--- src/verilog/cop0Pkg.sv ---
package cop0Pkg;

    localparam int DataWidth = 32;
    localparam int AddrWidth = 5;

    localparam logic [AddrWidth-1:0] AddrCount   = 5'd9;
    localparam logic [AddrWidth-1:0] AddrCompare = 5'd11;
    localparam logic [AddrWidth-1:0] AddrStatus  = 5'd12;
    localparam logic [AddrWidth-1:0] AddrCause   = 5'd13;
    localparam logic [AddrWidth-1:0] AddrEpc     = 5'd14;

    localparam int IrqWidth  = 6;     // Pending bits in Cause, mask bits in Status.
    localparam int IrqLsb    = 10;
    localparam int UartCount = 2;

    localparam int QueueDepth  = 4;
    localparam int CreditWidth = 8;   // Room for credits granted well ahead of need.

    localparam logic [DataWidth-1:0] CompareReset = 32'h0000_FFFF;

    typedef struct packed {
        logic                 write;
        logic [AddrWidth-1:0] addr;
        logic [DataWidth-1:0] data;
    } cop0Cmd;

    typedef enum logic [2:0] {
        RegNone,
        RegCount,
        RegCompare,
        RegStatus,
        RegCause,
        RegEpc
    } cop0RegSel;

    typedef struct packed {
        logic                 write;
        cop0RegSel            sel;
        logic                 illegal;
        logic [DataWidth-1:0] data;
    } cop0DecCmd;

    typedef struct packed {
        logic [DataWidth-1:0] data;
        logic                 write;
        logic                 illegal;
    } cop0Resp;

endpackage

--- src/verilog/cop0CmdDecode.sv ---
`timescale 1ns/10ps

module cop0CmdDecode (
    input  logic               Clock,
    input  logic               arstN,
    input  logic               cmdValid,
    input  cop0Pkg::cop0Cmd    cmd,
    output logic               decValid,
    output cop0Pkg::cop0DecCmd dec
);

    import cop0Pkg::*;

    cop0RegSel sel;
    logic      illegal;

    always_comb begin
        case (cmd.addr)
            AddrCount:   sel = RegCount;
            AddrCompare: sel = RegCompare;
            AddrStatus:  sel = RegStatus;
            AddrCause:   sel = RegCause;
            AddrEpc:     sel = RegEpc;
            default:     sel = RegNone;
        endcase
    end

    // EPC is only loaded by an interrupt acknowledge.
    assign illegal = (sel == RegNone) || (cmd.write && (sel == RegEpc));

    always_ff @(posedge Clock or negedge arstN) begin
        if (!arstN) begin
            decValid <= 1'b0;
        end else begin
            decValid <= cmdValid;
        end
    end

    always_ff @(posedge Clock) begin
        if (cmdValid) begin
            dec.write   <= cmd.write;
            dec.sel     <= sel;
            dec.illegal <= illegal;
            dec.data    <= cmd.data;
        end
    end

endmodule

--- src/verilog/cop0IrqUnit.sv ---
`timescale 1ns/10ps

module cop0IrqUnit (
    input  logic                           Clock,
    input  logic                           arstN,
    input  logic [cop0Pkg::UartCount-1:0]  irqLines,
    input  logic                           timerFire,
    input  logic                           countWrap,
    input  logic [cop0Pkg::IrqWidth-1:0]   pending,
    output logic [cop0Pkg::IrqWidth-1:0]   newPending
);

    import cop0Pkg::*;

    logic [UartCount-1:0] lineMeta;
    logic [UartCount-1:0] lineSync;
    logic [IrqWidth-1:0]  events;

    // Two flops per line because the lines come from another clock domain.
    always_ff @(posedge Clock or negedge arstN) begin
        if (!arstN) begin
            lineMeta <= '0;
            lineSync <= '0;
        end else begin
            lineMeta <= irqLines;
            lineSync <= lineMeta;
        end
    end

    // Timer on top, then wrap, spare bits, and the lines with line 0 lowest.
    assign events = {timerFire, countWrap, {(IrqWidth-2-UartCount){1'b0}}, lineSync};

    assign newPending = pending | events; // Pending bits stay until software clears them.

endmodule

--- src/verilog/cop0RegFile.sv ---
`timescale 1ns/10ps

module cop0RegFile (
    input  logic                           Clock,
    input  logic                           arstN,
    input  logic                           decValid,
    input  cop0Pkg::cop0DecCmd             dec,
    input  logic [cop0Pkg::IrqWidth-1:0]   newPending,
    input  logic                           irqAck,
    input  logic [cop0Pkg::DataWidth-1:0]  interruptedPc,
    output logic                           exValid,
    output cop0Pkg::cop0Resp               exResp,
    output logic [cop0Pkg::IrqWidth-1:0]   pending,
    output logic                           timerFire,
    output logic                           countWrap,
    output logic                           irqRequest
);

    import cop0Pkg::*;

    logic [DataWidth-1:0] epc;
    logic [DataWidth-1:0] count;
    logic [DataWidth-1:0] compare;
    logic [DataWidth-1:0] status;
    logic [DataWidth-1:0] cause;

    logic [DataWidth-1:0] epcNext;
    logic [DataWidth-1:0] countNext;
    logic [DataWidth-1:0] compareNext;
    logic [DataWidth-1:0] statusNext;
    logic [DataWidth-1:0] causeNext;

    logic [IrqWidth-1:0]  mask;
    logic                 doWrite;
    logic [DataWidth-1:0] readData;

    assign doWrite = decValid && dec.write && !dec.illegal;

    assign pending    = cause[IrqLsb +: IrqWidth];
    assign mask       = status[IrqLsb +: IrqWidth];
    assign timerFire  = (count == compare);
    assign countWrap  = (count == '1);
    assign irqRequest = status[0] & |(mask & pending); // Bit 0 of Status is the global enable.

    always_comb begin
        epcNext     = epc;
        countNext   = count + 1'b1;
        compareNext = compare;
        statusNext  = status;
        causeNext   = cause;
        causeNext[IrqLsb +: IrqWidth] = newPending;
        if (doWrite) begin
            case (dec.sel)
                RegCount: begin
                    countNext = dec.data;
                end
                RegCompare: begin
                    compareNext = dec.data;
                    causeNext[IrqLsb+IrqWidth-1] = 1'b0; // Rearming the timer drops its request.
                end
                RegStatus: begin
                    statusNext = dec.data;
                end
                RegCause: begin
                    causeNext = dec.data;
                    // Software can clear pending bits but never set them.
                    causeNext[IrqLsb +: IrqWidth] = newPending & dec.data[IrqLsb +: IrqWidth];
                end
                default: begin
                end
            endcase
        end else if (irqAck) begin
            epcNext       = interruptedPc;
            statusNext[0] = 1'b0;
        end
    end

    // A response carries the register as it stands after this edge.
    always_comb begin
        case (dec.sel)
            RegCount:   readData = countNext;
            RegCompare: readData = compareNext;
            RegStatus:  readData = statusNext;
            RegCause:   readData = causeNext;
            RegEpc:     readData = epcNext;
            default:    readData = '0;
        endcase
    end

    always_ff @(posedge Clock or negedge arstN) begin
        if (!arstN) begin
            epc     <= '0;
            count   <= '0;
            compare <= CompareReset;
            status  <= '0;
            cause   <= '0;
            exValid <= 1'b0;
        end else begin
            epc     <= epcNext;
            count   <= countNext;
            compare <= compareNext;
            status  <= statusNext;
            cause   <= causeNext;
            exValid <= decValid;
        end
    end

    always_ff @(posedge Clock) begin
        if (decValid) begin
            exResp.data    <= dec.illegal ? '0 : readData;
            exResp.write   <= dec.write;
            exResp.illegal <= dec.illegal;
        end
    end

endmodule

--- src/verilog/cop0RespQueue.sv ---
`timescale 1ns/10ps

module cop0RespQueue (
    input  logic             Clock,
    input  logic             arstN,
    input  logic             exValid,
    input  cop0Pkg::cop0Resp exResp,
    input  logic             respCredit,
    output logic             respValid,
    output cop0Pkg::cop0Resp resp,
    output logic             cmdCredit
);

    import cop0Pkg::*;

    cop0Resp mem [QueueDepth];

    logic [$clog2(QueueDepth)-1:0]   head;
    logic [$clog2(QueueDepth)-1:0]   tail;
    logic [$clog2(QueueDepth+1)-1:0] fill;
    logic [CreditWidth-1:0]          credits;
    logic                            pop;

    assign respValid = (fill != '0) && (credits != '0);
    assign pop       = respValid;   // The consumer has promised to take it.
    assign resp      = mem[head];

    always_ff @(posedge Clock) begin
        if (exValid) begin
            mem[tail] <= exResp;
        end
    end

    always_ff @(posedge Clock or negedge arstN) begin
        if (!arstN) begin
            head      <= '0;
            tail      <= '0;
            fill      <= '0;
            credits   <= '0;
            cmdCredit <= 1'b0;
        end else begin
            if (exValid) begin
                tail <= (tail == QueueDepth-1) ? '0 : tail + 1'b1;
            end
            if (pop) begin
                head <= (head == QueueDepth-1) ? '0 : head + 1'b1;
            end
            case ({exValid, pop})
                2'b10:   fill <= fill + 1'b1;
                2'b01:   fill <= fill - 1'b1;
                default: fill <= fill;
            endcase
            case ({respCredit, pop})
                2'b10:   credits <= credits + 1'b1;
                2'b01:   credits <= credits - 1'b1;
                default: credits <= credits;
            endcase
            cmdCredit <= pop;   // A freed slot goes back to the host.
        end
    end

endmodule

--- src/verilog/cop0Top.sv ---
`timescale 1ns/10ps

module cop0Top (
    input  logic                           Clock,
    input  logic                           arstN,
    input  logic                           cmdValid,
    input  cop0Pkg::cop0Cmd                cmd,
    output logic                           cmdCredit,
    output logic                           respValid,
    output cop0Pkg::cop0Resp               resp,
    input  logic                           respCredit,
    input  logic [cop0Pkg::UartCount-1:0]  irqLines,
    input  logic                           irqAck,
    input  logic [cop0Pkg::DataWidth-1:0]  interruptedPc,
    output logic                           irqRequest
);

    import cop0Pkg::*;

    logic                decValid;
    cop0DecCmd           dec;
    logic                exValid;
    cop0Resp             exResp;
    logic [IrqWidth-1:0] pending;
    logic [IrqWidth-1:0] newPending;
    logic                timerFire;
    logic                countWrap;

    cop0CmdDecode decodeStage (
        .Clock    (Clock),
        .arstN    (arstN),
        .cmdValid (cmdValid),
        .cmd      (cmd),
        .decValid (decValid),
        .dec      (dec)
    );

    cop0IrqUnit irqUnit (
        .Clock      (Clock),
        .arstN      (arstN),
        .irqLines   (irqLines),
        .timerFire  (timerFire),
        .countWrap  (countWrap),
        .pending    (pending),
        .newPending (newPending)
    );

    cop0RegFile regStage (
        .Clock         (Clock),
        .arstN         (arstN),
        .decValid      (decValid),
        .dec           (dec),
        .newPending    (newPending),
        .irqAck        (irqAck),
        .interruptedPc (interruptedPc),
        .exValid       (exValid),
        .exResp        (exResp),
        .pending       (pending),
        .timerFire     (timerFire),
        .countWrap     (countWrap),
        .irqRequest    (irqRequest)
    );

    cop0RespQueue respStage (
        .Clock      (Clock),
        .arstN      (arstN),
        .exValid    (exValid),
        .exResp     (exResp),
        .respCredit (respCredit),
        .respValid  (respValid),
        .resp       (resp),
        .cmdCredit  (cmdCredit)
    );

endmodule
--- config.mk ---
export PLATFORM = sky130hd
export DESIGN_NAME = cop0Top
export DESIGN_NICKNAME = d
export VERILOG_FILES = /design/src/verilog/cop0Pkg.sv /design/src/verilog/cop0CmdDecode.sv /design/src/verilog/cop0IrqUnit.sv /design/src/verilog/cop0RegFile.sv /design/src/verilog/cop0RespQueue.sv /design/src/verilog/cop0Top.sv
export SDC_FILE = /design/constraint.sdc
export NUM_CORES = 1
export LEC_CHECK = 0
export BUFFER_PORTS_ARGS = -buffer_cell sky130_fd_sc_hd__buf_2
export CAP_MARGIN = 0
export CORE_MARGIN = 2
export CORE_UTILIZATION = 60
export DETAILED_ROUTE_END_ITERATION = 10
export PLACE_DENSITY_LB_ADDON = 0.12
export SLEW_MARGIN = 0
export SYNTH_ARGS = -nofsm -noshare
export SYNTH_HDL_FRONTEND = slang
export SYNTH_SLANG_ARGS = --single-unit
--- constraint.sdc ---
create_clock -name Clock -period 4.05 [get_ports Clock]
set_input_delay 0.2025 -clock Clock [delete_from_list [all_inputs] [get_ports Clock]]
set_output_delay 0.2025 -clock Clock [all_outputs]
set_load 0.005 [all_outputs]
==> results.cfg, run 1 <==
[pwr]
power.share.switching = 0.282
pwr-share-seq = 0.460
powerDensity_mw_per_mm2 = 627
peakVddDrop_uv = 368
power.static_leakage_nw = 7.61
p_sw_mw = 3.46
p_int_mw = 8.80
pwr-share-clk = 0.314
combinationalPowerShare = 0.226

[sta]
slew_viol_final = 0
finClkSkew_ns = 0.0171
worst_pin_slew_ns = 1.01
finalHoldViolCount = 0
setup_viol = 0
max_freq_mhz = 330
hold_slack_ns = 0.0923
grt_setup_unrepaired = false
period_minus_slack_ns = 3.03
fin_setup_tns_ns = 0
timing.final.crit_share = 0.748
slew-limit-headroom = 0.327

[synth]
synth_warnings = 0
synth_area_mm2 = 0.0165
yosysTopAreaCellShare = 0.377
synth_edf_count = 207
synth_most_common_cell = edfxtp_1
syn_avg_cell_area_um2 = 14.8
synthesis.nets = 1209
ys.flop_type = edfxtp_1
synth_top_cell_by_area = edfxtp_1
synthArstFlopShare = 0.468
synth.distinct_cells = 65
ys_seq_area_frac = 0.655
synth_area_leaders = edfxtp_1 (38%), dfrtp_1 (25%), mux2_2 (8.5%), mux4_2 (4.6%), dfstp_2 (2.6%)
synthTopCellsByCount = edfxtp_1 (207), dfrtp_1 (166), mux2_2 (125)
syn_inst = 1116
synth-seq-cells = 389

[clock_network]
cts_root_buffer = clkbuf_16
cts_tree = done
htreeDepth = 2
clk_latency_ns = 0.53
cts.sinks = 389
clk_path_buf_depth = 3
cts_inserted_buffers = 39
clkSlewWorstSetupHoldPaths_ns = 0.06
postCtsSetupBuffers = 0

[floorplan]
dieArea_mm2 = 0.0288
dieHeight_um = 170
die_x_um = 170
core_mm2 = 0.0270
num_io_pins = 114
initial_core_util = 0.611
rows = 60

[grt]
antenna_found_initial = 0
gr-total-overflow = 0
grt_util_all_layers = 0.283
grt_pass1_vias = 10500
grt_pass1_wl_um = 61400
grt_start_max_net_pins = 118

[outcome]
status = finished clean

[finish]
nNetsFinal = 1404
seq_area_mm2 = 0.0108
antenna_cells = 0
n_fill_cell = 1715
design_area_mm2 = 0.0195
multi_input_area_mm2 = 0.00541
synthToLayoutAreaGrowth_pct = 18.6
drive_above_1_share = 0.294

[worst_setup_path]
path_max_fanout = 15
critical_path_arrival_ns = 3.29
reg2reg_to = regStage.exResp[4]
cp_slowest_cell = edfxtp_1
cp_data_required_time_ns = 4.31
path_cells = nor2b_1 -> nand2_1 -> nor2_1 -> o21ai_0 -> a222oi_1 -> a21oi_1
r2r-start = decodeStage.dec[33]
endpoint_kind = flip-flop
cpLargestDelayFamily = simple AND/OR/NAND/NOR gates
worstSetupPathType = flip-flop to flip-flop
reg2reg_slack_ns = 1.02
crit_buf_inv = 0
worst_r2r_path_depth = 6
start_kind = flip-flop
critPathMaxStageDelay_ns = 0.81

[place]
postPlaceCellArea_mm2 = 0.0175
place_congestion = 0.914
hpwl_um = 24700
port-buffer-count = 113

[drt]
ant_nets = 0
drt-pass1-iter-count = 5
postRouteWirelength_um = 39500
route.vias.total = 10300
initialDrtViolationCount = 1258
drc = 0
wl_per_cell_um = 23.5
avgViaCountPerCell = 6.14

[hold_path]
hp-start = cmd[36]
hp-class = primary input to flip-flop
min_to = decodeStage.dec[32]
whs_path_depth = 3

[job]
drv_cap = 0
-- cell usage in the layout, fill, tap and decap left out, drive strengths merged, types with 3 or more instances in the layout --
cell	instances
and2	8
a21oi	55
nor4	5
o21a	3
nor2b	6
o21ai	22
nand2	71
a21o	3
clkinv	12
edfxtp	207
nand3	15
nand2b	14
a222oi	5
and3	9
mux2i	6
mux4	34
a31oi	13
dfrtp	166
dlygate4sd3	69
xnor2	46
bufinv	7
ha	14
nor3	8
dfstp	16
o211ai	4
clkbuf	51
and4	5
o22ai	4
nand4	17
inv	15
a221oi	16
mux2	126
buf	138
nor2	68
a22o	6
o22a	3
a22oi	24
xor2	29
-- power by group through the flow --
stage,registers [mW],logic (mW),clock network (mW)
2_1_floorplan,5.44,1.98,0
4_1_cts,5.64,2.78,3.89
6_report,5.64,2.77,3.85
5_1_grt,5.73,3.04,4.06
3_3_place_gp,5.66,2.67,0
3_5_place_dp,5.70,2.71,0
-- state kept, by name (all words and copies together), names as in the netlist --
register / cells
respStage.head: 2
irqUnit.lineSync: 2
respStage.fill: 3
regStage.exResp: 34
regStage.compare: 32
regStage.cause: 32
regStage.exValid: 1
respStage.cmdCredit: 1
respStage.tail: 2
respStage.mem: 136
regStage.status: 32
respStage.credits: 8
decodeStage.decValid: 1
regStage.count: 32
regStage.epc: 32
irqUnit.lineMeta: 2
decodeStage.dec: 37
-- how the worst max path moves through the flow --
stage / slack, ns / cells after the start / end / startpoint
after floorplan: 1.10 / 8 / regStage.exResp[30] / decodeStage.decValid
after CTS: 1.08 / 6 / regStage.exResp[30] / decodeStage.dec[34]
after global placement: 1.16 / 6 / regStage.exResp[4] / decodeStage.dec[33]
final: 1.02 / 6 / regStage.exResp[4] / decodeStage.dec[33]
after global routing: 0.79 / 11 / respStage.credits[7] / respStage.credits[0]
after detailed placement: 1.10 / 7 / regStage.exResp[32] / decodeStage.dec[34]
-- worst register-to-register path: cells and delay by family (launching register included) --
kind / cells / cell delay, ns
and+or+nand+nor: 3 / 1.20
DFF: 1 / 0.81
AOI/OAI and AO/OA: 3 / 0.77
-- cell families (layout without fill, tap and decap cells) --
kind of cell,Yosys count,after routing,synth area share
DFF,389,389,0.655
xor gates and xnor gates,75,75,0.0399
muxes,166,166,0.136
adders and majority gates,16,16,0.0131
and+or+nand+nor,230,230,0.0686
AOI/OAI and AO/OA,172,172,0.0691
buffers and inverters,68,293,0.0181
-- through the flow --
stage / power (mW) / instances / setup WS (ns) / utilization
final: 12.3 / 1682 / 1.02 / 0.725
after global routing: 12.8 / 1682 / 0.791 / 0.725
after CTS: 12.3 / 1682 / 1.08 / 0.725
after detailed placement: 8.41 / 1542 / 1.10 / 0.648
after global placement: 8.33 / 1542 / 1.16 / 0.648
after floorplan: 7.42 / 1116 / 1.10 / -
-- per-layer routing --
layer,vias to the layer above,track usage,wire length (um)
met1,5208,0.406,16800
li1,4586,-,-
met5,-,0,0
met4,0,0.0851,1060
met2,453,0.450,18700
met3,84,0.0492,2870
-- area by class of cell --
class	instances	share of cell area
sequential	389	0.552
inverter	14	0.00269
clock buffer	50	0.0563
timing repair buffer	208	0.0754
tap	341	0.0218
multi-input combinational	659	0.277
clock inverter	21	0.0147
-- repair_timing --
item / in CTS / in global routing
hold endpoints to repair: 176 / 0
gates resized for setup: 0 / 0
hold buffers: 69 / 0
Power figures use the tool's default switching activity.
==> run 2, diff against run 1 <==
Settings changed: CORE_UTILIZATION 60 to 54.
Clock period 4.05 ns to 2.6 ns, I/O delays scaled along.
==> results.cfg, run 2 (synthesized netlist as in run 1, its figures left out) <==
[worst_setup_path]
cp_data_required_time_ns = 3.00
cp_common_cell = a21oi_2
endpoint_kind = flip-flop
reg2reg_slack_ns = 0.1
crit_buf_inv = 0
critPathMaxStageDelay_ns = 0.41
start_kind = flip-flop
cp_slowest_cell = dfrtp_1
worstSetupPathType = flip-flop to flip-flop
path_cells = nor4_4 -> a21oi_2 -> ha_2 -> ha_1 -> a211o_1 -> a21oi_2 -> o21ai_1 -> a21oi_1 -> xnor2_1 -> nor2_1 -> xor2_1
path_max_fanout = 3
critical_path_arrival_ns = 2.91
cpLargestDelayFamily = compound AO/OA/AOI/OAI gates

[finish]
nNetsFinal = 1458
drive_above_1_share = 0.320
synthToLayoutAreaGrowth_pct = 21.3
largest_reg_flops = 136
regMostFlops = respStage.mem
antenna_cells = 0
design_area_mm2 = 0.0200
fin_cells = 1787
largest_registers = respStage.mem x136, decodeStage.dec x37, regStage.exResp x34
final_common_cell = edfxtp_1
layout_common_cells = edfxtp_1 (207), dfrtp_1 (164), mux2_2 (125)
n_fill_cell = 2121

[sta]
slew_viol_final = 0
timing.final.crit_share = 0.963
worst_pin_slew_ns = 1.01
finalHoldViolCount = 0
finClkSkew_ns = 0.0139
fin_setup_tns_ns = 0
slew-limit-headroom = 0.325
setup_viol = 0
period_minus_slack_ns = 2.50
grt_setup_unrepaired = true
max_freq_mhz = 399

[drt]
drc = 0
postRouteWirelength_um = 38400
initialDrtViolationCount = 712
wl_per_cell_um = 21.5
route.vias.total = 10300
ant_nets = 0
avgViaCountPerCell = 5.74
drt-pass1-iter-count = 7

[floorplan]
initial_core_util = 0.552
dieHeight_um = 179
num_io_pins = 114
rows = 63
core_mm2 = 0.0299
dieArea_mm2 = 0.0319
die_x_um = 179

[grt]
grt_util_all_layers = 0.248
antenna_found_initial = 0
grt_pass1_vias = 10400
grt_start_max_net_pins = 71
grt_pass1_wl_um = 59300
gr-total-overflow = 0

[outcome]
status = finished clean

[place]
dp.cells = 1637
place_congestion = 0.937
port-buffer-count = 113
postPlaceCellArea_mm2 = 0.0179
hpwl_um = 25800

[clock_network]
cts_inserted_buffers = 41
cts_tree = done
clk_path_buf_depth = 3
htreeDepth = 2
clk_latency_ns = 0.53
clkSlewWorstSetupHoldPaths_ns = 0.06
cts.sinks = 389
cts_root_buffer = clkbuf_16

[hold_path]
hp-class = primary input to flip-flop

[job]
drv_cap = 0

[pwr]
peakVddDrop_uv = 551
powerDensity_mw_per_mm2 = 943
power.static_leakage_nw = 7.83
power_mw = 18.9
[run 2: changes by cell type in the layout (fill, tap and decap cells not counted), sizes merged]
| cell | change |
|---|---|
| clkbuf | +3 |
| clkinv | +4 |
| dlygate4sd3 | +4 |
| buf | +48 |
| inv | +2 |
| bufinv | -5 |
[run 2: layer usage]
metal	part of all wire	global-route usage
met5	0	0
met4	0.026	0.0725
met3	0.055	0.0382
met2	0.46	0.387
met1	0.46	0.364
[run 2: through the flow]
stage,util,setup slack (ns),hold slack (ns)
floorplan,-,0.0285,-0.166
global placement,0.600,-0.0876,0.195
detailed placement,0.600,-0.129,0.190
CTS,0.668,0.0130,0.000219
global route,0.669,-0.0564,0.0191
finish,0.669,0.0960,0.0223
[run 2: where the power goes]
part	leakage (nW)	switching, mW	internal, mW
registers	4.18	0.770	7.84
clock network	0.626	2.31	3.20
logic	3.02	2.33	2.41
total	7.83	5.41	13.4
[run 2: area by class of cell]
cell class	instances	area, um2	area share
Multi-Input combinational cell	659	5450	0.273
Inverter	14	52.6	0.00263
Timing Repair Buffer	260	1940	0.0968
Tap cell	390	488	0.0244
Clock inverter	22	165	0.00826
Clock buffer	53	1100	0.0551
Sequential cell	389	10800	0.540
[run 2: timing repair]
action	CTS	global route
buffers inserted	0	2
pin swaps	0	4
resized for setup	3	9
hold buffers	73	0
endpoints found under the hold margin	129	0
setup endpoints to repair	2	5
[run 2: final timing paths]
check | cells after the start | start | to
worst max-delay path | 11 | respStage.credits[6] | respStage.credits[7]
worst min-delay path | 2 | cmd[34] | decodeStage.dec[35]
worst max register to register | 11 | respStage.credits[6] | respStage.credits[7]
worst min register to register | 0 | irqUnit.lineMeta[1] | irqUnit.lineSync[1]
max in group asynchronous | 3 | arstN | regStage.epc[24]
min in group asynchronous | 2 | arstN | regStage.epc[3]
==> run 3, diff against run 2 <==
Settings changed: ABC_AREA from default to 1, CORE_UTILIZATION 54 to 55.
==> results.cfg, run 3 <==
[outcome]
status = finished clean

[floorplan]
core_mm2 = 0.0307
die_x_um = 181
dieHeight_um = 181
initial_core_util = 0.561
rows = 64
num_io_pins = 114
dieArea_mm2 = 0.0327

[pwr]
pwr-share-seq = 0.448
power.share.switching = 0.322
pwr-share-clk = 0.287
combinationalPowerShare = 0.265
powerDensity_mw_per_mm2 = 964
peakVddDrop_uv = 667
p_int_mw = 13.4
power.static_leakage_nw = 8.79
p_sw_mw = 6.33

[synth]
syn_inst = 1719
ys.flop_type = edfxtp_1
syn_avg_cell_area_um2 = 10.0
synth-seq-cells = 389
synth_most_common_cell = nand2_1
synth_edf_count = 207
synth.distinct_cells = 48
synth_area_leaders = edfxtp_1 (36%), dfrtp_1 (24%), nand2_1 (10%), nor2_1 (3.8%), o21ai_0 (3.5%)
synthArstFlopShare = 0.468
ys_seq_area_frac = 0.627
synth_warnings = 0
synth_area_mm2 = 0.0172
synthesis.nets = 1812
synth_top_cell_by_area = edfxtp_1
yosysTopAreaCellShare = 0.361
synthTopCellsByCount = nand2_1 (472), edfxtp_1 (207), nor2_1 (176)

[place]
place_congestion = 0.927
dp.cells = 2193
hpwl_um = 28700
port-buffer-count = 113

[finish]
largest_reg_flops = 136
drive_above_1_share = 0.154
regMostFlops = respStage.mem
nNetsFinal = 2009
final_common_cell = nand2_1
synthToLayoutAreaGrowth_pct = 18.7
antenna_cells = 0
layout_common_cells = nand2_1 (472), edfxtp_1 (207), nor2_1 (176)
fin_cells = 2344
largest_registers = respStage.mem x136, decodeStage.dec x37, regStage.exResp x34

[sta]
slew-limit-headroom = 0.350
slew_viol_final = 0
finalHoldViolCount = 0
grt_setup_unrepaired = false
max_freq_mhz = 402
finClkSkew_ns = 0.0193
worst_pin_slew_ns = 0.974
fin_setup_tns_ns = 0
period_minus_slack_ns = 2.49
setup_viol = 0
timing.final.crit_share = 0.958

[hold_path]
hp-class = primary input to flip-flop
min_to = regStage.epc[4]
whs_path_depth = 3
hp-start = irqAck

[drt]
avgViaCountPerCell = 5.48
postRouteWirelength_um = 43800
wl_per_cell_um = 18.7
drt-pass1-iter-count = 5
drc = 0
ant_nets = 0
route.vias.total = 12800
initialDrtViolationCount = 1300

[clock_network]
cts_inserted_buffers = 41
htreeDepth = 2
clkSlewWorstSetupHoldPaths_ns = 0.06
postCtsSetupBuffers = 0
clk_path_buf_depth = 3
cts_root_buffer = clkbuf_16
clk_latency_ns = 0.54
cts_tree = done
cts.sinks = 389

[worst_setup_path]
critical_path_arrival_ns = 2.74
start_kind = flip-flop
reg2reg_to = regStage.exResp[13]
reg2reg_slack_ns = 0.11
worstSetupPathType = flip-flop to flip-flop
path_max_fanout = 16
endpoint_kind = flip-flop
worst_r2r_path_depth = 10
cp_data_required_time_ns = 2.85
r2r-start = decodeStage.dec[32]

[job]
drv_cap = 0

[grt]
gr-total-overflow = 0
grt_start_max_net_pins = 72
grt_pass1_wl_um = 69600
grt_pass1_vias = 12400
antenna_found_initial = 0
grt_util_all_layers = 0.271
## run 3: kinds of logic (layout without fill, tap and decap cells)
kind of cell	after synthesis	count (layout)	synth area share
multiplexers	21	21	0.0137
AO/OA/AOI/OAI	289	289	0.0943
flip-flops	389	389	0.627
adder cells (fa/ha/maj)	16	16	0.0125
AND/OR/NAND/NOR	772	772	0.185
buffers and inverters	191	420	0.0463
XOR/XNOR	41	41	0.0209
## run 3: cell type report
| type | instances | area, um2 |
|---|---|---|
| inverter | 118 | 443 |
| clock buffer | 67 | 1270 |
| fill | 2407 | 10200 |
| sequential | 389 | 10800 |
| tap | 396 | 495 |
| timing repair buffer | 227 | 1720 |
| multi-input combinational | 1139 | 5670 |
| clock inverter | 8 | 45.0 |
## run 3: power by group through the flow
stage               sequential (mW)  clock (mW)  combinational (mW)
floorplan                      8.59           0                3.49
global placement               8.87           0                4.95
detailed placement             8.90           0                5.06
CTS                            8.79        5.72                5.18
global route                   8.96        6.00                5.96
finish                         8.82        5.64                5.23
## run 3: metal layers
| layer | vias to the layer above | GRT usage | part of all wire |
|---|---|---|---|
| met5 | - | 0 | 0 |
| met4 | 0 | 0.0584 | 0.017 |
| met3 | 57 | 0.0450 | 0.068 |
| met2 | 478 | 0.406 | 0.45 |
| met1 | 6163 | 0.420 | 0.47 |
| li1 | 6141 | - | - |
## run 3: worst max-delay path, cell delays in order (launching register included)
cell           delay [ns]
edfxtp_1             0.51
inv_2                0.13
nand3_4              0.11
buf_12               0.19
nand3_1              0.08
dlygate4sd3_1        0.58
nand2_1              0.09
nand2_1              0.06
o21ai_0              0.10
a21oi_2              0.20
a31oi_1              0.16
## run 3: timing repair
item	CTS	global route
resized for setup	0	11
endpoints found under the hold margin	132	0
setup endpoints to repair	0	7
hold buffers	76	0
## run 3: through the flow
stage          hold WS [ns]  power (mW)  worst slack (ns)  area [um2]  utilization
6_report             0.0359        19.7             0.110       20400        0.666
5_1_grt              0.0289        20.9            0.0131       20400        0.666
4_1_cts             0.00871        19.7            0.0368       20400        0.664
3_5_place_dp          0.192        14.0             0.165       18300        0.597
3_3_place_gp          0.198        13.8             0.187       18300        0.597
2_1_floorplan        -0.166        12.1             0.179       17200            -
## run 3: worst max-delay path by stage
stage / startpoint / endpoint / cells after the start
after floorplan: respStage.credits[0] / respStage.credits[5] / 15
after detailed placement: respStage.credits[0] / respStage.credits[5] / 15
after global routing: decodeStage.dec[32] / regStage.exResp[17] / 12
after global placement: respStage.credits[0] / respStage.credits[5] / 15
final: decodeStage.dec[32] / regStage.exResp[13] / 10
after CTS: decodeStage.dec[32] / regStage.exResp[17] / 12
